## config.mk

```make
export PLATFORM = sky130hd
export DESIGN_NAME = line_merge
export DESIGN_NICKNAME = d
export VERILOG_FILES = /design/src/design/line_store_pkg.sv /design/src/design/line_merge.sv
export SDC_FILE = /design/constraint.sdc
export NUM_CORES = 1
export LEC_CHECK = 0
export ABC_AREA = 1
export ABC_CLOCK_PERIOD_IN_PS = 1400
export BUFFER_PORTS_ARGS = -buffer_cell sky130_fd_sc_hd__buf_2
export CORE_AREA = 8 8 403 405
export DETAILED_ROUTE_END_ITERATION = 6
export DIE_AREA = 0 0 411 413
export GPL_TIMING_DRIVEN = 0
export RECOVER_POWER = 100
export SYNTH_ARGS = -nofsm -noshare
export SYNTH_HDL_FRONTEND = slang
export SYNTH_SLANG_ARGS = --single-unit
export TNS_END_PERCENT = 30
```

## constraint.sdc

```tcl
create_clock -name vclk -period 1.4
set_input_delay 0.28 -clock vclk [all_inputs]
set_output_delay 0.28 -clock vclk [all_outputs]
set_load 0.02 [all_outputs]
```

## src/design/line_store_pkg.sv

```systemverilog
// Shared widths for the line store behind the APB port.
// The top level takes its parameter defaults from here; the derived field
// sizes describe how a byte address splits into byte, offset and index.

package line_store_pkg;

    // APB data word
    localparam int DATA_WIDTH = 32;

    // one SRAM line, 16 words at the default word size
    localparam int LINE_WIDTH = 512;

    // line index, 64 lines
    localparam int INDEX_WIDTH = 6;

    // APB byte address
    localparam int ADDR_WIDTH = 16;

    // word offset inside a line
    localparam int OFFSET_WIDTH = $clog2(LINE_WIDTH / DATA_WIDTH);

    // byte within a word
    localparam int BYTE_SEL_WIDTH = $clog2(DATA_WIDTH / 8);

    // bytes covered by the index, offset and byte fields together
    localparam int MEM_BYTES = 2 ** (INDEX_WIDTH + OFFSET_WIDTH + BYTE_SEL_WIDTH);

    // strobe bits per word
    localparam int STRB_WIDTH = DATA_WIDTH / 8;

endpackage

```

## src/design/line_merge.sv

```systemverilog
// Write data stage: merges a byte-strobed word into the old line.
// Strobes are spread into a line-wide byte mask at the word offset;
// masked bytes come from the write word, the rest from old_line.

module line_merge #(
    parameter int DATA_WIDTH = line_store_pkg::DATA_WIDTH,
    parameter int LINE_WIDTH = line_store_pkg::LINE_WIDTH
) (
    input  logic [$clog2(LINE_WIDTH / DATA_WIDTH)-1:0] offset,
    input  logic [DATA_WIDTH/8-1:0]                    strb,
    input  logic [DATA_WIDTH-1:0]                      wdata,
    input  logic [LINE_WIDTH-1:0]                      old_line,
    output logic [LINE_WIDTH-1:0]                      merged_line
);

    localparam int WORDS        = LINE_WIDTH / DATA_WIDTH;
    localparam int OFFSET_WIDTH = $clog2(WORDS);
    localparam int WORD_BYTES   = DATA_WIDTH / 8;
    localparam int LINE_BYTES   = LINE_WIDTH / 8;

    logic [LINE_BYTES-1:0] byte_mask;
    logic [LINE_WIDTH-1:0] wdata_line;

    // place strobes and write word at the addressed slot
    always_comb begin
        byte_mask  = '0;
        wdata_line = '0;
        for (int w = 0; w < WORDS; w++) begin
            if (offset == OFFSET_WIDTH'(w)) begin
                byte_mask[w*WORD_BYTES +: WORD_BYTES] = strb;
                wdata_line[w*DATA_WIDTH +: DATA_WIDTH] = wdata;
            end
        end
    end

    // bytewise merge
    always_comb begin
        for (int b = 0; b < LINE_BYTES; b++) begin
            if (byte_mask[b]) begin
                merged_line[b*8 +: 8] = wdata_line[b*8 +: 8];
            end else begin
                merged_line[b*8 +: 8] = old_line[b*8 +: 8];
            end
        end
    end

endmodule

```

# --- Word-level counts from Yosys, hierarchy flattened ---
# Index checks and enable logic that the tools add are counted.
op_classes:
  eq_ne: 15
  muxes: 96
  reduce_logical: 1
op_table:
  columns: ["operator", "n"]
  rows:
  - ["2-to-1 mux 32 bit", 16]
  - ["2-to-1 mux 8 bit", 64]
  - ["2-to-1 mux 4 bit", 16]
  - ["equality test 4 bit (second input constant)", 8]
  - ["equality test 4 x 3 -> 1 bit (second input constant)", 4]
  - ["equality test 4 x 2 -> 1 bit (second input constant)", 2]
  - ["equality test 4 x 1 -> 1 bit (second input constant)", 1]
  - ["logical NOT 4 bit", 1]
word_totals:
  register_bits: 0
  in_bits: 552
  output_inout_bits: 512

# --- Longest topological paths before layout ---
# Gate-level depths: netlist of the first run.
depth:
  ltp_word: 3
  depth_mapped: 6
  depth_no_buf: 5

# --- Worst setup path before layout of the first run ---
# No wires, ideal clock.
synth_timing:
  path_type: "input port to output port"
  startpoint: "input port strb[1]"
  endpoint: "output port merged_line[168]"
  arrival_ps: 1275
  required_time_ps: 1120
  path_slack_ps: -155
  path_stages: 5
  path_cell_list: "buf_2 clkbuf_1 clkbuf_1 nand3_1 nand2_1"
synth_between:
  elab_chain_cells: 2
synth_rtl:
  columns: ["element", "line", "text"]
  rows:
  - ["from (decl)", "line_merge.sv:10", "input logic [DATA_WIDTH/8-1:0] strb,"]
  - ["2-to-1 mux 4 bit", "line_merge.sv:29", "if (offset == OFFSET_WIDTH'(w)) begin"]
  - ["2-to-1 mux 8 bit", "line_merge.sv:39", "if (byte_mask[b]) begin"]
  - ["to (decl)", "line_merge.sv:13", "output logic [LINE_WIDTH-1:0] merged_line"]
# Every way passes these cells.

# --- Worst setup path after layout of the first run ---
layout_timing:
  startpoint: "input port offset[3]"
  endpoint: "output port merged_line[357]"
layout_between:
  elab_chain_cells: 3
  word_cells_on_any_way: 4
  cone_classes: "eq/ne (1); mux (3)"
layout_rtl:
  columns: ["element", "line", "text"]
  rows:
  - ["from (decl)", "line_merge.sv:9", "input logic [$clog2(LINE_WIDTH / DATA_WIDTH)-1:0] offset,"]
  - ["equality test 4 bit (*)", "line_merge.sv:29", null]
  - ["2-to-1 mux 32 bit or 2-to-1 mux 4 bit (tied branches)", "line_merge.sv:29", null]
  - ["2-to-1 mux 8 bit (*)", "line_merge.sv:39", null]
# Every way passes the cells marked *; elsewhere a longest branch is shown, timed or not.

==> summary.txt, run 1 <==
vias in the first global route - 18800
Period minus WS final - 1940 ps
Setup CP Type - input port to output port
Yosys cell types - 13
Die Footprint - 170000 µm²
WL met1 - 63300 µm
seq_cells - 0
share of power burned in the clock network - 0%
vias - 20500
Max Fclk - 0.516 GHz
buffers added on ports - 1028
Placer Congestion - 1.03
CP required - 1120 ps
share of the core filled with cells - 15.0%
Worst Path Arrival - 1660 ps
Seq/Total Area, Yosys - 0%
Die H - 413 µm
Int Pwr - 3.02 mW
worst vdd ir - 0.000113 V
core footprint - 156000 µm²
Synth-to-Final Area Change - 195%
worst-margin pin slew - 639 ps
Initial Util - 5.08%
TritonRoute pass-1 iters - 6
Die X - 411 µm
final-report setup violation count - 512
total power - 9.26 mW
Ports - 1064
commonest non-fill, non-tap cell in the layout - buf_2
Hold Crit Class - input port to output port
hold_buf cts - 0
DP Area - 15700 µm²
DP HPWL - 178000 µm
vias per cell - 4.00
global-route wire length before repair - 237000 µm
post-route ant nets - 0
Ys Warns - 0
final worst slack - -536 ps
Slew headroom - 57.4%
routed wire length per instance - 39.5 µm
FP Rows - 145
failing checks - negative setup slack
power density over the cells - 396 nW/µm²
initial DRC count - 2990
dpl cells - 4910
Psw - 6.23 mW
Combinational Power Share - 100.0%
FF/Latch Area - 0 µm²
synthesized area - 7900 µm²
fin area - 23300 µm²
initial antenna violation count - 121
hold depth - 4
Reg power frac - 0%
max cap viols - 0
gr ovfl total - 0
post-synth net total - 2376
CP Launch Type - input port
sw frac - 67.3%
drt drc - 0
crit share post-route - 138%
DR top layer - met5
layout cells sized above 1 - 61.1%
CP endpoint kind - output port
clock buffers - 0
status - finished with violations
fillers - 18300
routed length on met3 - 36000 µm
RSZ-0062 raised after global routing - yes
setup TNS - -208330 ps
met2 wire length - 86900 µm
pre-CTS setup slack - -1970 ps
largest net degree at the start of global routing - 11
non-filler cells, final - 5117
area of the multi-input gates - 9990 µm²
commonest non-fill, non-tap cells in the layout - buf_2, nand2_1, nand3_1, buf_6, nand2_2
Mapped Cells - 1824
WL final - 202000 µm
Final Hold Fails - 0
CP Max Fanout - 8
syn avg cell area - 4.33 µm²
Fin Hold WS - 855 ps
nets - 3531
P_leak - 11.2 nW
GRT Overall Usage - 21.9%
Final Max Tran Viols - 0
[kinds of logic after synthesis]
group	Yosys count	synth area share, %
buffers and inverters	195	10.5
and+or+nand+nor	1629	89.5
[routing by layer]
layer  GRT usage [%]  vias up
met5               0        -
met4            15.5       20
met3            15.8      433
met2            32.1     1816
met1            21.6     9875
li1                -     8344
[final timing paths]
path                       from          endpoint  slack (ps)
setup / recovery      offset[3]  merged_line[357]        -540
hold / removal    old_line[142]  merged_line[142]         860
[power groups by stage]
stage          combinational (mW)  sequential (mW)  clock (mW)
2_1_floorplan                2.75                0           0
3_3_place_gp                 7.05                0           0
3_5_place_dp                 7.02                0           0
4_1_cts                      8.45                0           0
5_1_grt                      9.58                0  0.00000661
6_report                     9.26                0  0.00000804
[layout make-up]
| type | instances | share of cell area (%) |
|---|---|---|
| diodes | 82 | 0.879 |
| multi-input cells | 1629 | 42.8 |
| well taps | 2058 | 11.0 |
| plain buffers | 185 | 7.54 |
| inverters | 6 | 0.311 |
| repair buffers | 1157 | 37.5 |
[critical path: stages]
cell and delay [ps]:
buf_12 120, inv_8 50, nor2_4 120, buf_12 150, buf_16 180, nand3_4 190, nand2_2 170, nand2_1 150
buf_2 220
[what timing repair did]
item                       4_1_cts  5_1_grt
cloned                          11        6
setup endpoints to repair      512      512
pin swaps                       99      139
resized for setup             1034      649
buffers inserted                89       23
[synth_stat cells, drive strengths merged]
cell	number	area share [%]
nand2	1036	49
nand3	540	36
clkbuf	107	5.1
buf	82	5.1
nand4	32	2.5
nor2	21	1.3
inv	6	0.28
Power figures use the tool's default switching activity.
==> inputs of run 2 (changes only) <==
- CAP_MARGIN: not set -> 40
- MAX_ROUTING_LAYER: not set -> met4
==> run 2 against run 1 <==
Net effect:
- setup slack gained 28 ps
- the flow still finishes with violations (negative setup slack)
- utilization is 0.20 points higher
- routed wire length is 0.42% higher
- maximum frequency is 1.5% higher
- critical path depth unchanged
- sequential cell count did not move
- sequential share of layout area unchanged
- power is 1.9% higher
- final area rose by 1.3%
- die area did not move
- final cell count decreased by 0.16%
==> summary.txt, run 2 (synthesized netlist as in run 1, its figures left out) <==
worst-margin pin slew - 533 ps
post-route ant nets - 0
layout cells sized above 1 - 62.8%
final-report setup violation count - 512
Initial Util - 5.08%
Period minus WS final - 1910 ps
buffers added on ports - 1028
share of the core filled with cells - 15.2%
commonest non-fill, non-tap cell in the layout - buf_2
Worst Path Arrival - 1630 ps
Max Fclk - 0.524 GHz
hold depth - 4
power density over the cells - 399 nW/µm²
RSZ-0062 raised after global routing - yes
drt drc - 0
vias in the first global route - 18800
failing checks - negative setup slack
vias per cell - 3.95
gr ovfl total - 0
status - finished with violations
CP Max Fanout - 6
final worst slack - -508 ps
TritonRoute pass-1 iters - 5
max cap viols - 0
hold path endpoint - merged_line[268]
WL final - 203000 µm
P_leak - 11.3 nW
DP HPWL - 179000 µm
hold_buf cts - 0
Setup crit start - offset[2]
worst vdd ir - 0.000119 V
Hold Startpoint - old_line[268]
initial antenna violation count - 113
dpl cells - 4935
Slew headroom - 64.5%
GRT Overall Usage - 22.6%
CP endpoint kind - output port
FF/Latch Area - 0 µm²
seq_cells - 0
Die X - 411 µm
Fin Hold WS - 862 ps
clock buffers - 0
Final Max Tran Viols - 0
Die H - 413 µm
vias - 20200
crit share post-route - 136%
CP required - 1120 ps
CP Launch Type - input port
fillers - 18200
Final Hold Fails - 0
Hold Crit Class - input port to output port
Die Footprint - 170000 µm²
routed wire length per instance - 39.7 µm
nets - 3529
global-route wire length before repair - 238000 µm
FP Rows - 145
pre-CTS setup slack - -1710 ps
Placer Congestion - 1.04
initial DRC count - 2730
Ports - 1064
commonest non-fill, non-tap cells in the layout - buf_2, nand2_1, nand3_1, buf_6, nand2_2
core footprint - 156000 µm²
largest net degree at the start of global routing - 11
Setup CP Type - input port to output port
non-filler cells, final - 5109
Synth-to-Final Area Change - 199%
==> run 2: cell type report <==
type | instances | area, µm² | share of cell area (%)
timing repair buffer | 1156 | 9020 | 38.1
multi-input combinational | 1629 | 9970 | 42.1
antenna | 76 | 190 | 0.804
buffer | 184 | 1830 | 7.75
inverter | 6 | 67.6 | 0.286
tap | 2058 | 2570 | 10.9
==> run 2: stage by stage <==
step	cell area (µm²)	TNS (ps)	total power, mW
CTS	21300	-205380	8.68
detailed placement	16000	-540670	7.11
global placement	15700	-742910	7.07
finish	23700	-196420	9.44
global route	23600	-212740	9.77
floorplan	7970	-14290	2.75
==> run 2: routing by layer <==
metal  wire, µm  GRT usage [%]  up-vias
met5          0              -        -
met4      15000           14.0        0
met3      34000           14.9      368
met2      89100           33.4     1701
met1      64900           22.0     9762
li1           -              -     8344
==> run 2: worst max-delay path: stages <==
cell,delay [ps]
buf_12,130
inv_8,50
nor2_4,100
buf_12,150
buf_16,170
nand3_4,200
nand2_2,200
nand2_2,130
buf_6,170
==> run 2: timing repair <==
action | in CTS | in global routing
resized for setup | 1222 | 630
cloned | 16 | 10
pin swaps | 151 | 120
setup buffers | 59 | 21
endpoints found under the setup margin | 512 | 512
==> run 2: how the worst max path moves through the flow <==
stage,depth (start not counted),slack [ps],to
floorplan,5,-80,merged_line[100]
global placement,8,-2030,merged_line[174]
detailed placement,8,-1710,merged_line[174]
CTS,9,-500,merged_line[340]
global route,10,-510,merged_line[171]
finish,9,-510,merged_line[174]
==> run 2: where the power goes <==
part / internal, mW / total (mW) / switching [mW]
Combinational: 3.16 / 9.44 / 6.27
Sequential: 0 / 0 / 0
Clock: 0.00000746 / 0.00000746 / 0
