**config.mk**
```make
export PLATFORM = sky130hd
export DESIGN_NAME = apb_access_ctrl
export DESIGN_NICKNAME = d
export VERILOG_FILES = /design/src/design/line_store_pkg.sv /design/src/design/apb_access_ctrl.sv
export SDC_FILE = /design/constraint.sdc
export NUM_CORES = 1
export LEC_CHECK = 0
export BUFFER_PORTS_ARGS = -buffer_cell sky130_fd_sc_hd__buf_4
export CORE_AREA = 2 2 104 106
export CTS_CLUSTER_SIZE = 10
export DETAILED_ROUTE_END_ITERATION = 12
export DIE_AREA = 0 0 106 108
export GPL_TIMING_DRIVEN = 0
export SLEW_MARGIN = 10
export SYNTH_ARGS = -nofsm -noshare
export SYNTH_HDL_FRONTEND = slang
export SYNTH_SLANG_ARGS = --single-unit
```
**constraint.sdc**
```tcl
create_clock -name clk -period 3.3 [get_ports clk]
set_input_delay 0.33 -clock clk [delete_from_list [all_inputs] [get_ports clk]]
set_output_delay 0.33 -clock clk [all_outputs]
set_load 0.02 [all_outputs]
```
**src/design/line_store_pkg.sv**
```systemverilog
// Shared widths for the line store behind the APB port.
// The top level takes its parameter defaults from here; the derived field
// sizes describe how a byte address splits into byte, offset and index.

package line_store_pkg;

    // APB data word
    localparam int DATA_WIDTH = 32;

    // one SRAM line, 16 words at the default word size
    localparam int LINE_WIDTH = 512;

    // line index, 64 lines
    localparam int INDEX_WIDTH = 6;

    // APB byte address
    localparam int ADDR_WIDTH = 16;

    // word offset inside a line
    localparam int OFFSET_WIDTH = $clog2(LINE_WIDTH / DATA_WIDTH);

    // byte within a word
    localparam int BYTE_SEL_WIDTH = $clog2(DATA_WIDTH / 8);

    // bytes covered by the index, offset and byte fields together
    localparam int MEM_BYTES = 2 ** (INDEX_WIDTH + OFFSET_WIDTH + BYTE_SEL_WIDTH);

    // strobe bits per word
    localparam int STRB_WIDTH = DATA_WIDTH / 8;

endpackage

```
**src/design/apb_access_ctrl.sv**
```systemverilog
// APB slave sequencer for the line store.
// Decodes paddr at setup, fetches the line, writes the merged line back for
// writes and answers in the second access cycle, three cycles per transfer.

module apb_access_ctrl #(
    parameter int DATA_WIDTH  = line_store_pkg::DATA_WIDTH,
    parameter int INDEX_WIDTH = line_store_pkg::INDEX_WIDTH,
    parameter int LINE_WIDTH  = line_store_pkg::LINE_WIDTH
) (
    input  logic                                       clk,
    input  logic                                       rst_n,
    input  logic                                       psel,
    input  logic                                       penable,
    input  logic                                       pwrite,
    input  logic [line_store_pkg::ADDR_WIDTH-1:0]      paddr,
    input  logic [DATA_WIDTH-1:0]                      pwdata,
    input  logic [DATA_WIDTH/8-1:0]                    pstrb,
    output logic [DATA_WIDTH-1:0]                      prdata,
    output logic                                       pready,
    output logic                                       pslverr,
    output logic [INDEX_WIDTH-1:0]                     sram_addr,
    output logic                                       sram_we,
    output logic [INDEX_WIDTH-1:0]                     sram_waddr,
    output logic [$clog2(LINE_WIDTH / DATA_WIDTH)-1:0] word_offset,
    output logic [DATA_WIDTH-1:0]                      wdata,
    output logic [DATA_WIDTH/8-1:0]                    wstrb,
    input  logic [DATA_WIDTH-1:0]                      sel_word
);

    localparam int OFFSET_WIDTH   = $clog2(LINE_WIDTH / DATA_WIDTH);
    localparam int BYTE_SEL_WIDTH = $clog2(DATA_WIDTH / 8);
    localparam int LOW_BITS       = BYTE_SEL_WIDTH + OFFSET_WIDTH + INDEX_WIDTH;

    localparam logic [1:0] ST_IDLE    = 2'd0;
    localparam logic [1:0] ST_FETCH   = 2'd1;
    localparam logic [1:0] ST_RESPOND = 2'd2;

    logic [1:0]             state;
    logic                   setup;
    logic                   addr_err;
    logic [INDEX_WIDTH-1:0] index_in;
    logic [INDEX_WIDTH-1:0] index_q;
    logic                   write_q;
    logic                   err_q;

    // only accept a setup once the previous transfer has finished
    assign setup = (state == ST_IDLE) && psel && !penable;

    // byte bits, then offset, then index from the bottom of paddr
    assign index_in = paddr[BYTE_SEL_WIDTH+OFFSET_WIDTH +: INDEX_WIDTH];

    // misaligned, or beyond the last line
    assign addr_err = (paddr[BYTE_SEL_WIDTH-1:0] != '0) || ((paddr >> LOW_BITS) != '0);

    // SRAM sees the live index during setup, the held one afterwards
    assign sram_addr  = (state == ST_IDLE) ? index_in : index_q;
    assign sram_waddr = index_q;

    always_ff @(posedge clk) begin
        if (!rst_n) begin
            state   <= ST_IDLE;
            write_q <= 1'b0;
            err_q   <= 1'b0;
            sram_we <= 1'b0;
            pready  <= 1'b0;
            pslverr <= 1'b0;
            prdata  <= '0;
        end else begin
            sram_we <= 1'b0;
            pready  <= 1'b0;
            pslverr <= 1'b0;
            case (state)
                ST_IDLE: begin
                    if (setup) begin
                        write_q <= pwrite;
                        err_q   <= addr_err;
                        // write-back happens at the end of the fetch cycle
                        sram_we <= pwrite && !addr_err;
                        state   <= ST_FETCH;
                    end
                end
                ST_FETCH: begin
                    // line is valid now, so the selected word is too
                    prdata  <= (!write_q && !err_q) ? sel_word : '0;
                    pready  <= 1'b1;
                    pslverr <= err_q;
                    state   <= ST_RESPOND;
                end
                ST_RESPOND: begin
                    state <= ST_IDLE;
                end
                default: begin
                    state <= ST_IDLE;
                end
            endcase
        end
    end

    // captured transfer fields
    always_ff @(posedge clk) begin
        if (setup) begin
            index_q     <= index_in;
            word_offset <= paddr[BYTE_SEL_WIDTH +: OFFSET_WIDTH];
            wdata       <= pwdata;
            wstrb       <= pstrb;
        end
    end

    // response only while the master holds an access phase
    pready_in_access: assert property (
        @(posedge clk) disable iff (!rst_n) pready |-> (psel && penable)
    ) else $error("pready outside APB access phase");

    // array written only for a held paddr that decodes without error
    no_write_on_error: assert property (
        @(posedge clk) disable iff (!rst_n) sram_we |-> !addr_err
    ) else $error("SRAM write during error transfer");

endmodule

```
Word-level counts from Yosys, hierarchy flattened --
Index checks and enable logic that the tools add are counted.
Cells by class: mux-type cells 5, equality and inequality tests 2, reductions and logical operators 15
Operators with widths (count):
- 2-to-1 mux 32 bit | 1
- nonzero test 16 bit | 1
- 2-to-1 mux 6 bit | 1
- logical AND 1 bit | 4
- logical NOT 1 bit | 4
- one-hot mux 2 bit (2 select lines) | 1
- AND reduction 2 bit | 2
- AND reduction 3 bit | 1
- == test 2 x 1 -> 1 bit (second input constant) | 1
- logical NOT 2 bit | 1
- 2-to-1 mux 2 bit | 1
- != test 2 bit (second input constant) | 1
- nonzero test 2 bit | 1
- logical OR 1 bit | 1
- 2-to-1 mux 1 bit | 1
Storage, ports and cells: register bits 85, output and inout bits 87

Depth between registers and ports, before layout --
word-level depth 5, mapped depth 5

Worst setup path after synthesis --
OpenSTA, ideal clock, no wires.
path kind reg-to-reg, from register state[1], to register sram_we, data arrival time 2.480 ns, buffers on the path 0, setup slack 0.760 ns, clock period less this slack 2.540 ns, stages on the path, launching flop included 4, setup time 0.060 ns, path through dfxtp_1 -> nor4b_4 -> and2_1 -> and3_1
Between the ends: longest elaborated chain between the ends 4
Ends and longest elaborated chain:
- from (decl) | RTL line apb_access_ctrl.sv:38 | logic [1:0] state;
- from (signal assigned) | RTL line apb_access_ctrl.sv:61 | state <= ST_IDLE;
- from (signal assigned) | RTL line apb_access_ctrl.sv:79 | state <= ST_FETCH;
- from (signal assigned) | RTL line apb_access_ctrl.sv:87 | state <= ST_RESPOND;
- logical NOT 2 bit | RTL line apb_access_ctrl.sv:47 | assign setup = (state == ST_IDLE) && psel && !penable;
- logical AND 1 bit (2 in series) | RTL line apb_access_ctrl.sv:47
- net setup | RTL line apb_access_ctrl.sv:39 | logic setup;
- AND reduction 3 bit (no line)
- to (signal assigned) | RTL line apb_access_ctrl.sv:78 | sram_we <= pwrite && !addr_err;
- to (decl) | RTL line apb_access_ctrl.sv:22 | output logic sram_we,
The timed path passes the listed nets, and every way through them passes these cells. A chain may end at the register's enable or synchronous reset.

Final worst setup path --
from register state[1], to output port sram_addr[0]
Between the ends: longest elaborated chain between the ends 2
Ends and longest elaborated chain:
- logical NOT 2 bit | RTL line apb_access_ctrl.sv:56 | assign sram_addr = (state == ST_IDLE) ? index_in : index_q;
- 2-to-1 mux 6 bit | RTL line apb_access_ctrl.sv:56
- to (decl) | RTL line apb_access_ctrl.sv:21 | output logic [INDEX_WIDTH-1:0] sram_addr,
Every way passes these cells.

==> flow_summary.toml <==
[die]
num_rows = 37
core-area_um2 = 10200
die_w_um = 106
die-area_um2 = 11400
io_pins = 176
die_h_um = 108
initial_utilization = 0.287

[synthesis]
postSynthAreaPerCell_um2 = 16.2
async_flop_share = 0
netlist_top_cells_count = "edfxtp_1 (46), dfxtp_1 (39), a22oi_2 (20), nor2_2 (20), nor2_1 (16)"
synth.most_common_cell = "edfxtp_1"
syn_nets = 270
synthCells = 181
ys.flop_type = "edfxtp_1"
synth_edf_count = 46
synth_seq_area_share = 0.735
synth-warning-count = 0
yosys.area.top_type_share = 0.470
syn-cell-area_um2 = 2940
synth_area_leader_cell = "edfxtp_1"
synth_area_leaders = "edfxtp_1 (47%), dfxtp_1 (27%), a22oi_2 (8.5%)"
ys_seq_elements = 85
synth_cell_types = 21

[detailed_routing]
via_per_inst = 4.28
drc_errors = 0
drt_iter0_drc = 76
drt.antenna.violating_nets = 0
dr.pass1.iters = 4
via_count = 2186
drt_wl_total_um = 7420
wl_per_cell_um = 14.5

[grt]
overflow = 0
grt_max_degree = 16
grt_pass1_wl_um = 11000
antenna_found_initial = 0
grt.total_usage = 0.128
grt_pass1_vias = 2146

[cells_and_area]
syn_to_final_growth_pct = 59.1
nets = 459
stdcell_count = 511
final_util = 0.457
antenna_cells = 0
fill_cells = 952
drive_gt1_frac = 0.664
final_area_um2 = 4680

[timing]
finalSetupViolations = 0
tns_ns = 0
hold_ws_ns = 0.149
max-slew-margin-rel = 0.391
hold_violations = 0
max_freq_mhz = 464
worst_clock_skew_ns = 0.00551
rsz0062_at_grt = "no"
slew_viol_final = 0
worstMarginPinSlew_ns = 0.909
fin_crit_ns = 2.16
period_share = 0.654

[place]
post-place-cells = 495
place_hpwl_um = 5760
placed_area_um2 = 4460
io_buffers = 175
gp_congestion = 0.673

[worst_hold_path]
worstHoldEndpoint = "wdata[30]"
hp-class = "in2reg"
whs_path_depth = 1
hp-start = "pwdata[30]"

[critical_path]
critPathLaunchType = "register"
cp.arrival_ns = 1.83
crit_path_cell_trace = "nor2_1, mux2_2, buf_4"
worstSetupEndpointType = "output pin"
timing.rr.start = "state[1]"
critPathMaxFanout = 6
reg2reg_slack_ns = 1.17
critPathKind = "reg2out"
path_delay_family = "simple AND/OR/NAND/NOR gates"
crit_buf_inv = 1
timing.rr.end = "wdata[29]"
crit_slowest_cell = "nor2_1"
required_ns = 2.97
cp_slowest_stage_delay_ns = 0.52
r2r_cells = 4

[cts]
cts_tree = "yes"
clk_path_buf_depth = 2
clockRootBuffer = "clkbuf_8"
cts.reportedPaths.clkPinSlew_ns = 0.09
cts_setup_buffers = 0
numClockSinks = 85
ctsHtreeMaxLevel = 3
insertion_delay_ns = 0.34
cts-resized-gates = 0
cts_buffers = 9
hold_buffers = 0

[pwr]
power_density_nw_per_um2 = 481
ir_drop_mv = 0.162
leakage_nw = 1.95

[job]
max_cap_viol_count = 0

[run_status]
outcome = "complete, no violations"
-- through the flow --
step | worst slack [ns] | power, mW
after detailed placement | 1.14 | 1.49
final | 1.14 | 2.25
after global placement | 0.110 | 1.48
after global routing | 1.02 | 2.35
after floorplan | 0.760 | 1.32
after CTS | 1.09 | 2.29
-- layout by cell type (no fill, tap or decap), types with 5 or more instances in the layout --
cell type  instances
nor2_2            20
clkbuf_8           9
buf_4            179
a22oi_2           20
mux2_2             6
edfxtp_1          46
dfxtp_1           39
a22oi_1           12
nor2_1            16
buf_6              5
-- registers in the layout, indices dropped and copies added (netlist names) --
signal / count
wdata: 32
sram_waddr: 6
pslverr: 1
word_offset: 4
prdata: 32
err_q: 1
wstrb: 4
sram_we: 1
write_q: 1
pready: 1
state: 2
-- how the worst max path moves through the flow --
stage / from / endpoint / cells after the start / slack, ns
6_report: state[1] / sram_addr[0] / 3 / 1.14
2_1_floorplan: state[1] / sram_we / 3 / 0.76
5_1_grt: state[1] / wdata[29] / 4 / 1.02
3_3_place_gp: penable / sram_we / 4 / 0.11
3_5_place_dp: penable / word_offset[1] / 5 / 1.14
4_1_cts: state[1] / sram_addr[0] / 3 / 1.09
-- power breakdown --
part | total, mW | leakage (nW) | switching (mW) | internal [mW]
Clock | 0.789 | 0.110 | 0.362 | 0.427
Combinational | 0.287 | 1.10 | 0.137 | 0.149
Sequential | 1.17 | 0.745 | 0.0174 | 1.16
Total | 2.25 | 1.95 | 0.517 | 1.73
-- area by class of cell --
| cell class | instances | area, um^2 | area share |
|---|---|---|---|
| sequential | 85 | 2160 | 0.462 |
| timing repair buffer | 178 | 1350 | 0.289 |
| multi-input combinational | 85 | 698 | 0.149 |
| tap | 136 | 170 | 0.0364 |
| clock buffer | 10 | 128 | 0.0273 |
| clock inverter | 6 | 87.6 | 0.0187 |
| buffer | 10 | 76.3 | 0.0163 |
| inverter | 1 | 3.75 | 0.000803 |
-- routing by layer --
metal	track usage	routed length [um]	share of wire
met3	0.0404	655	0.088
met4	0.0592	127	0.017
met2	0.222	3670	0.49
met1	0.144	2970	0.40
met5	0	0	0
-- cell families (layout without fill, tap and decap cells) --
| kind of cell | after synthesis | count (layout) | synth area share |
|---|---|---|---|
| AO/OA/AOI/OAI | 34 | 34 | 0.119 |
| buffers and inverters | 11 | 205 | 0.0272 |
| flip-flops | 85 | 85 | 0.735 |
| multiplexers | 7 | 7 | 0.0264 |
| AND/OR/NAND/NOR | 44 | 44 | 0.0919 |
-- worst register-to-register path, stage by stage, from the launching register on --
cell     delay [ns]
dfxtp_1        0.38
nor4b_4        0.84
buf_8          0.24
buf_6          0.19
buf_6          0.18
Note: power is estimated with default switching activity, not from simulation.
