## src/design/line_store_pkg.sv

```systemverilog
// Shared widths for the line store behind the APB port.
// The top level takes its parameter defaults from here; the derived field
// sizes describe how a byte address splits into byte, offset and index.

package line_store_pkg;

    // APB data word
    localparam int DATA_WIDTH = 32;

    // one SRAM line, 16 words at the default word size
    localparam int LINE_WIDTH = 512;

    // line index, 64 lines
    localparam int INDEX_WIDTH = 6;

    // APB byte address
    localparam int ADDR_WIDTH = 16;

    // word offset inside a line
    localparam int OFFSET_WIDTH = $clog2(LINE_WIDTH / DATA_WIDTH);

    // byte within a word
    localparam int BYTE_SEL_WIDTH = $clog2(DATA_WIDTH / 8);

    // bytes covered by the index, offset and byte fields together
    localparam int MEM_BYTES = 2 ** (INDEX_WIDTH + OFFSET_WIDTH + BYTE_SEL_WIDTH);

    // strobe bits per word
    localparam int STRB_WIDTH = DATA_WIDTH / 8;

endpackage

```

## src/design/word_select.sv

```systemverilog
// Read data stage: picks one word out of a fetched line.
// Word 0 sits in the lowest bits of the line. Purely combinational.

module word_select #(
    parameter int DATA_WIDTH = line_store_pkg::DATA_WIDTH,
    parameter int LINE_WIDTH = line_store_pkg::LINE_WIDTH
) (
    input  logic [$clog2(LINE_WIDTH / DATA_WIDTH)-1:0] offset,
    input  logic [LINE_WIDTH-1:0]                      line,
    output logic [DATA_WIDTH-1:0]                      word
);

    localparam int WORDS        = LINE_WIDTH / DATA_WIDTH;
    localparam int OFFSET_WIDTH = $clog2(WORDS);

    // one comparator per word slot
    always_comb begin
        word = '0;
        for (int i = 0; i < WORDS; i++) begin
            if (offset == OFFSET_WIDTH'(i)) begin
                word = line[i*DATA_WIDTH +: DATA_WIDTH];
            end
        end
    end

endmodule

```

## config.mk

```make
export PLATFORM = sky130hd
export DESIGN_NAME = word_select
export DESIGN_NICKNAME = d
export VERILOG_FILES = /design/src/design/line_store_pkg.sv /design/src/design/word_select.sv
export SDC_FILE = /design/constraint.sdc
export NUM_CORES = 1
export LEC_CHECK = 0
export CELL_PAD_IN_SITES_DETAIL_PLACEMENT = 1
export CELL_PAD_IN_SITES_GLOBAL_PLACEMENT = 2
export CORE_AREA = 2 2 213 215
export DETAILED_ROUTE_END_ITERATION = 12
export DIE_AREA = 0 0 215 217
export DONT_BUFFER_PORTS = 1
export PLACE_DENSITY = 0.51
export SLEW_MARGIN = 20
export SYNTH_ARGS = -nofsm -noshare
export SYNTH_HDL_FRONTEND = slang
export SYNTH_SLANG_ARGS = --single-unit
```

## constraint.sdc

```tcl
create_clock -name vclk -period 2.45
set_input_delay 0.49 -clock vclk [all_inputs]
set_output_delay 0.49 -clock vclk [all_outputs]
set_load 0.01 [all_outputs]
```

* Word level (Yosys, flattened, before mapping) *
Index checks and enable logic that the tools add are counted.

word-level totals
  output and inout port bits = 32
  input port bits = 516
  flip-flop bits (word level) = 0
  logic and storage cells = 32

cells by class
  equal/unequal tests = 15
  mux-type cells = 16
  reductions and logical operators = 1

operator list
  cell                count
  $mux 32             16
  $eq 4x4->1 const B  8
  $eq 4x3->1 const B  4
  $eq 4x2->1 const B  2
  $eq 4x1->1 const B  1
  $logic_not 4->1     1

* Logic depth before layout (Yosys ltp) *
Gate-level depths: netlist of run 1.

  depth in word-level cells = 17
  mapped depth = 8
  depth with buffers taken out = 4

* Worst setup path before layout of run 1 *
No wires, ideal clock.

  kind = input-to-output
  from = in offset[1]
  to = out word[19]
  setup slack = 171 ps
  cell stages on the path = 8
  arrival = 1789 ps
  cells stage by stage = buf_4 > buf_6 > buf_6 > and3b_1 > buf_2 > a222oi_1 > o31ai_1 > a31oi_1

between the ends
  longest elaborated chain between the ends = 17
  elaborated cells between the ends (all ways) = 32

ends and longest elaborated chain
  item                    line               source
  start, declared         word_select.sv:8   input logic [$clog2(LINE_WIDTH / DATA_WIDTH)-1:0] offset,
  $logic_not 4->1         word_select.sv:20  if (offset == OFFSET_WIDTH'(i)) begin
  $mux 32 (15 in series)  word_select.sv:20
  $mux 32 (*)             word_select.sv:20
  end, declared           word_select.sv:10  output logic [DATA_WIDTH-1:0] word

Mark *: on every way between the ends. The rest lies on a longest branch, timed or not.

* Worst setup path after layout of run 1 *
  from = in offset[1]
  to = out word[17]

The elaborated chain is that of the path after synthesis.

==> metrics.md, run 1 <==
| Metric | Value |
|---|---|
| FMAX | 0.413 GHz |
| Ys Warns | 0 |
| Synthesized net count | 1253 |
| P_leak | 2.12 nW |
| Synth Area per Inst | 7.16 um^2 |
| Number of I/O port buffers | 0 |
| Worst-case vdd ir drop | 0.0436 mV |
| Total Routing Usage GR | 0.143 |
| Tightest Hold Check Type | in -> out |
| Drt wl/cell | 28.0 um |
| Slew headroom | 0.487 |
| Synth unique cells | 54 |
| Total Power | 0.000954 W |
| Die H | 217 um |
| CP Launch Type | input pin |
| Clock Buffer Count | 0 |
| Ratio of cells with drive above 1 in the final layout | 0.190 |
| Max-Cap Viols | 0 |
| RSZ-0062 raised after global routing | no |
| Worst Setup End Kind | output port |
| Critical path fanouts, max | 188 |
| Routed Antenna Nets | 0 |
| Final period util | 0.988 |
| Worst stage delay on the critical path | 0.74 ns |
| Die X | 215 um |
| First-pass GRT wire length | 49000 um |
| Area grow syn2layout | 18.1% |
| Post-place setup slack | -0.338 ns |
| I/O pins | 548 |
| CP Class | in -> out |
| Seq. cell area | 0 um^2 |
| Drt via density | 4.91 |
| Routed vias | 6452 |
| # setup viols final | 0 |
| DPL Wire Length | 29900 um |
| Hold Startpoint | line[491] |
| Slew Viols, Final | 0 |
| Vias in the first global route | 6429 |
| Register area share after synthesis | 0 |
| Routed wire length | 36800 um |
| Antenna violations before repair | 6 |
| Core area | 44700 um^2 |
| Clock period minus final worst setup slack | 2.42 ns |
| Crit path max-delay family | compound AO/OA/AOI/OAI gates |
| GP Congestion | 0.992 |
| Cell count after synthesis | 737 |
| Setup crit start | offset[1] |
| Final setup margin | 0.0299 ns |
| Sequential cells | 0 |
| Slew @ Worst Pin | 0.768 ns |
| Pwr dens | 153 nW/um^2 |
| Die Area | 46700 um^2 |
| Crit-path cells | nand2b_1 -> nor2_1 -> buf_4 -> a2111oi_1 -> o22ai_1 |
| Hold_buf cts | 0 |
| Initial Utilization | 0.118 |
| Worst path buffer plus inverter count | 1 |
| CP arrival | 1.93 ns |
| Outcome | completed |
| DRT Pass-1 Iters | 5 |
| Worst EP required | 1.96 ns |
| Cell row count | 78 |
| # DRC | 0 |
| GRT Residual Overflow | 0 |
| Nets | 1232 |
| Initial DRC count | 403 |
| Largest net degree at the start of global routing | 216 |
| Final hold vios | 0 |
| Slowest-stage cell, CP | a2111oi_1 |
| Post-Syn Area | 5270 um^2 |
cell usage after synthesis, drive strengths merged, types with 10 or more instances:
cell type	number	share of area
a21oi	72	0.068
buf	61	0.079
mux2i	61	0.12
nand2	57	0.041
nand3b	51	0.073
inv	46	0.033
o21ai	40	0.039
a221oi	28	0.047
clkbuf	28	0.020
o221ai	25	0.042
mux4	23	0.098
o2bb2ai	23	0.038
o22ai	19	0.023
a211oi	18	0.026
nor2	18	0.013
nor2b	18	0.021
nand3	17	0.016
a2111oi	14	0.023
a21o	14	0.020
or3b	14	0.023
mux2	12	0.026
a31oi	10	0.012
placed cells by master, fill, tap and decap left out, drive strengths merged, types with 2 or more instances in the layout:
cell type | synthesis | routed
a2111oi | 14 | 14
a211o | 2 | 2
a211oi | 18 | 18
a21o | 14 | 14
a21oi | 72 | 72
a221o | 3 | 3
a221oi | 28 | 28
a222oi | 4 | 4
a22oi | 7 | 7
a311o | 8 | 8
a311oi | 4 | 4
a31oi | 10 | 10
and2 | 6 | 6
and4b | 2 | 2
buf | 61 | 66
inv | 46 | 46
mux2 | 12 | 12
mux2i | 61 | 61
mux4 | 23 | 23
nand2 | 57 | 57
nand2b | 5 | 5
nand3 | 17 | 17
nand3b | 51 | 51
nand4 | 8 | 8
nor2 | 18 | 18
nor2b | 18 | 18
o211ai | 3 | 3
o21ai | 40 | 40
o221ai | 25 | 25
o22ai | 19 | 19
o2bb2ai | 23 | 23
o31ai | 4 | 4
or2 | 3 | 3
or3b | 14 | 14
per-layer routing:
layer	wire, um	GRT usage	vias to the layer above
met1	17200	0.208	3247
met4	279	0.0103	6
li1	-	-	2869
met3	2720	0.0345	20
met5	38	0	-
met2	16600	0.221	310
repair_timing:
| item | CTS | global route |
|---|---|---|
| hold endpoints to repair | 0 | 0 |
| gates resized for setup | 12 | 13 |
| setup buffers | 0 | 3 |
| pin swaps | 0 | 1 |
| setup endpoints to repair | 7 | 12 |
final cells by class:
type / count / area (um^2)
fillers: 5470 / 38500
multi-input cells: 601 / 4700
well taps: 600 / 751
repair buffers: 66 / 599
inverters: 47 / 176
diodes: 1 / 2.50
metrics by stage:
step	setup TNS (ns)	std cells	hold WS, ns	util	area (um^2)
6_report	0	1315	1.20	0.139	6230
5_1_grt	0	1315	1.21	0.139	6230
4_1_cts	0	1311	1.19	0.137	6130
3_5_place_dp	-1.01	1311	1.19	0.136	6090
3_3_place_gp	-1.39	1311	1.20	0.136	6080
2_1_floorplan	0	737	1.15	-	5270
worst paths after layout:
path,end,slack [ns],cells after the start
worst max-delay path,word[17],0.03,5
worst min-delay path,word[11],1.20,2
cells by family after synthesis:
logic type | count (synthesis) | share of synthesized area
compound gates | 301 | 0.400
simple gates | 204 | 0.228
buf+inv | 136 | 0.132
mux | 96 | 0.240
where the power goes:
part           switching (W)  leakage [nW]      internal, W
Combinational       0.000501          2.12         0.000453
Sequential                 0             0                0
Clock                      0    0.00000634  0.0000000000547
Total               0.000501          2.12         0.000453
(Power assumes the default switching activity.)
==> inputs of run 2 (changes only) <==
--- a/config.mk
+++ b/config.mk
@@ -7,9 +7,9 @@
 export LEC_CHECK = 0
 export CELL_PAD_IN_SITES_DETAIL_PLACEMENT = 1
 export CELL_PAD_IN_SITES_GLOBAL_PLACEMENT = 2
-export CORE_AREA = 2 2 213 215
+export CORE_AREA = 2 2 212 214
 export DETAILED_ROUTE_END_ITERATION = 12
-export DIE_AREA = 0 0 215 217
+export DIE_AREA = 0 0 214 216
 export DONT_BUFFER_PORTS = 1
 export PLACE_DENSITY = 0.51
 export SLEW_MARGIN = 20
==> constraint.sdc (replaced) <==
create_clock -name vclk -period 2.9
set_input_delay 0.58 -clock vclk [all_inputs]
set_output_delay 0.58 -clock vclk [all_outputs]
set_load 0.01 [all_outputs]
==> metrics.md, run 2 (same netlist as run 1, synthesis figures left out) <==
| Metric | Value |
|---|---|
| RSZ-0062 raised after global routing | no |
| Total Routing Usage GR | 0.155 |
| Slew headroom | 0.436 |
| DRT Pass-1 Iters | 5 |
| Post-DP Area | 5920 um^2 |
| Routed vias | 6475 |
| Clock Buffer Count | 0 |
| Max-Cap Viols | 0 |
| Slew Viols, Final | 0 |
| Worst-case vdd ir drop | 0.0377 mV |
| Post-place setup slack | 0.0300 ns |
| # setup viols final | 3 |
| Final hold vios | 0 |
| Setup crit start | offset[0] |
| Commonest non-fill, non-tap cells in the layout | a21oi_1 (72), mux2i_1 (61), nand2_1 (57) |
| Final setup margin | -0.0573 ns |
| Die H | 216 um |
| Most common cell after layout, fill and taps aside | a21oi_1 |
| Failing checks | setup timing |
| Largest net degree at the start of global routing | 216 |
| Final period util | 1.02 |
| Design area | 5940 um^2 |
| Seq. cell area | 0 um^2 |
| CTS resizes | 0 |
| DP Cell Count | 1288 |
| Tightest Hold Check Type | in -> out |
| Number of I/O port buffers | 0 |
| Drt wl/cell | 30.0 um |
| CP Launch Type | input pin |
| FMAX | 0.338 GHz |
| First-pass GRT wire length | 52400 um |
| Outcome | finished, violations left |
| P_leak | 1.99 nW |
| Die Area | 46200 um^2 |
| Routed Antenna Nets | 0 |
| Sequential cells | 0 |
| Worst EP required | 2.32 ns |
| I/O pins | 548 |
| GP Congestion | 1.09 |
| Hold_buf cts | 0 |
| Critical path fanouts, max | 215 |
| Fill cell count | 5302 |
| Clock period minus final worst setup slack | 2.96 ns |
| Initial Utilization | 0.120 |
| Pwr dens | 128 nW/um^2 |
| Worst Setup End Kind | output port |
| Initial DRC count | 538 |
| Drt via density | 5.00 |
| Core area | 43800 um^2 |
| Layout Utilization | 0.135 |
| Total Power | 0.000758 W |
| Slew @ Worst Pin | 0.825 ns |
| CP arrival | 2.38 ns |
| Ratio of cells with drive above 1 in the final layout | 0.154 |
| Cell row count | 77 |
| GRT Residual Overflow | 0 |
| Routed wire length | 38800 um |
| Area grow syn2layout | 12.6% |
| Crit path capture | word[6] |
| Setup Fix Bufs, Post-CTS | 0 |
| CP Class | in -> out |
| Die X | 214 um |
| Vias in the first global route | 6570 |
| Area of the multi-input gates | 4600 um^2 |
| Antenna violations before repair | 13 |
| Nets | 1214 |
| DPL Wire Length | 32000 um |
| Non-Filler Instances | 1296 |
| # DRC | 0 |
-- run 2: changes by cell type in the layout (fill, tap and decap cells not counted), moves of 2 or more --
cell,delta
buf_4,-12
a2111oi_0,+8
diode_2,+7
a2111oi_2,-5
buf_12,-5
a2111oi_4,-2
a21oi_1,+2
-- run 2: routing by layer --
layer	global-route usage	share of wire	routed length, um	up-vias
met1	0.226	0.47	18100	3230
met3	0.0426	0.088	3410	27
li1	-	-	-	2839
met4	0.00769	0.0059	231	10
met2	0.236	0.44	17000	369
met5	0	0.0019	73	-
-- run 2: stage by stage --
step	TNS, ns	hold WS (ns)
2_1_floorplan	0	1.33
4_1_cts	0	1.37
3_3_place_gp	-0.0129	1.36
6_report	-0.0959	1.35
3_5_place_dp	0	1.36
5_1_grt	0	1.38
-- run 2: final cells by class --
type | count | share of cell area
antenna | 8 | 0.00337
inverter | 47 | 0.0297
multi-input combinational | 601 | 0.775
tap | 592 | 0.125
timing repair buffer | 48 | 0.0670
-- run 2: worst max-delay path: stages --
cell	delay (ns)
and4b_2	0.59
buf_12	0.21
a21o_1	0.18
a221oi_1	0.29
o22ai_1	0.25
-- run 2: how the worst min path moves through the flow --
stage	slack, ns	to	depth (start not counted)	from
2_1_floorplan	1.33	word[28]	2	line[508]
3_3_place_gp	1.36	word[25]	2	offset[2]
3_5_place_dp	1.36	word[25]	2	offset[2]
4_1_cts	1.37	word[25]	2	offset[2]
5_1_grt	1.38	word[25]	2	offset[2]
6_report	1.35	word[25]	2	offset[2]
-- run 2: power breakdown --
| group | internal [W] | switching [W] |
|---|---|---|
| sequential | 0 | 0 |
| combinational | 0.000347 | 0.000411 |
| clock | 0.000000000388 | 0 |
| total | 0.000347 | 0.000411 |
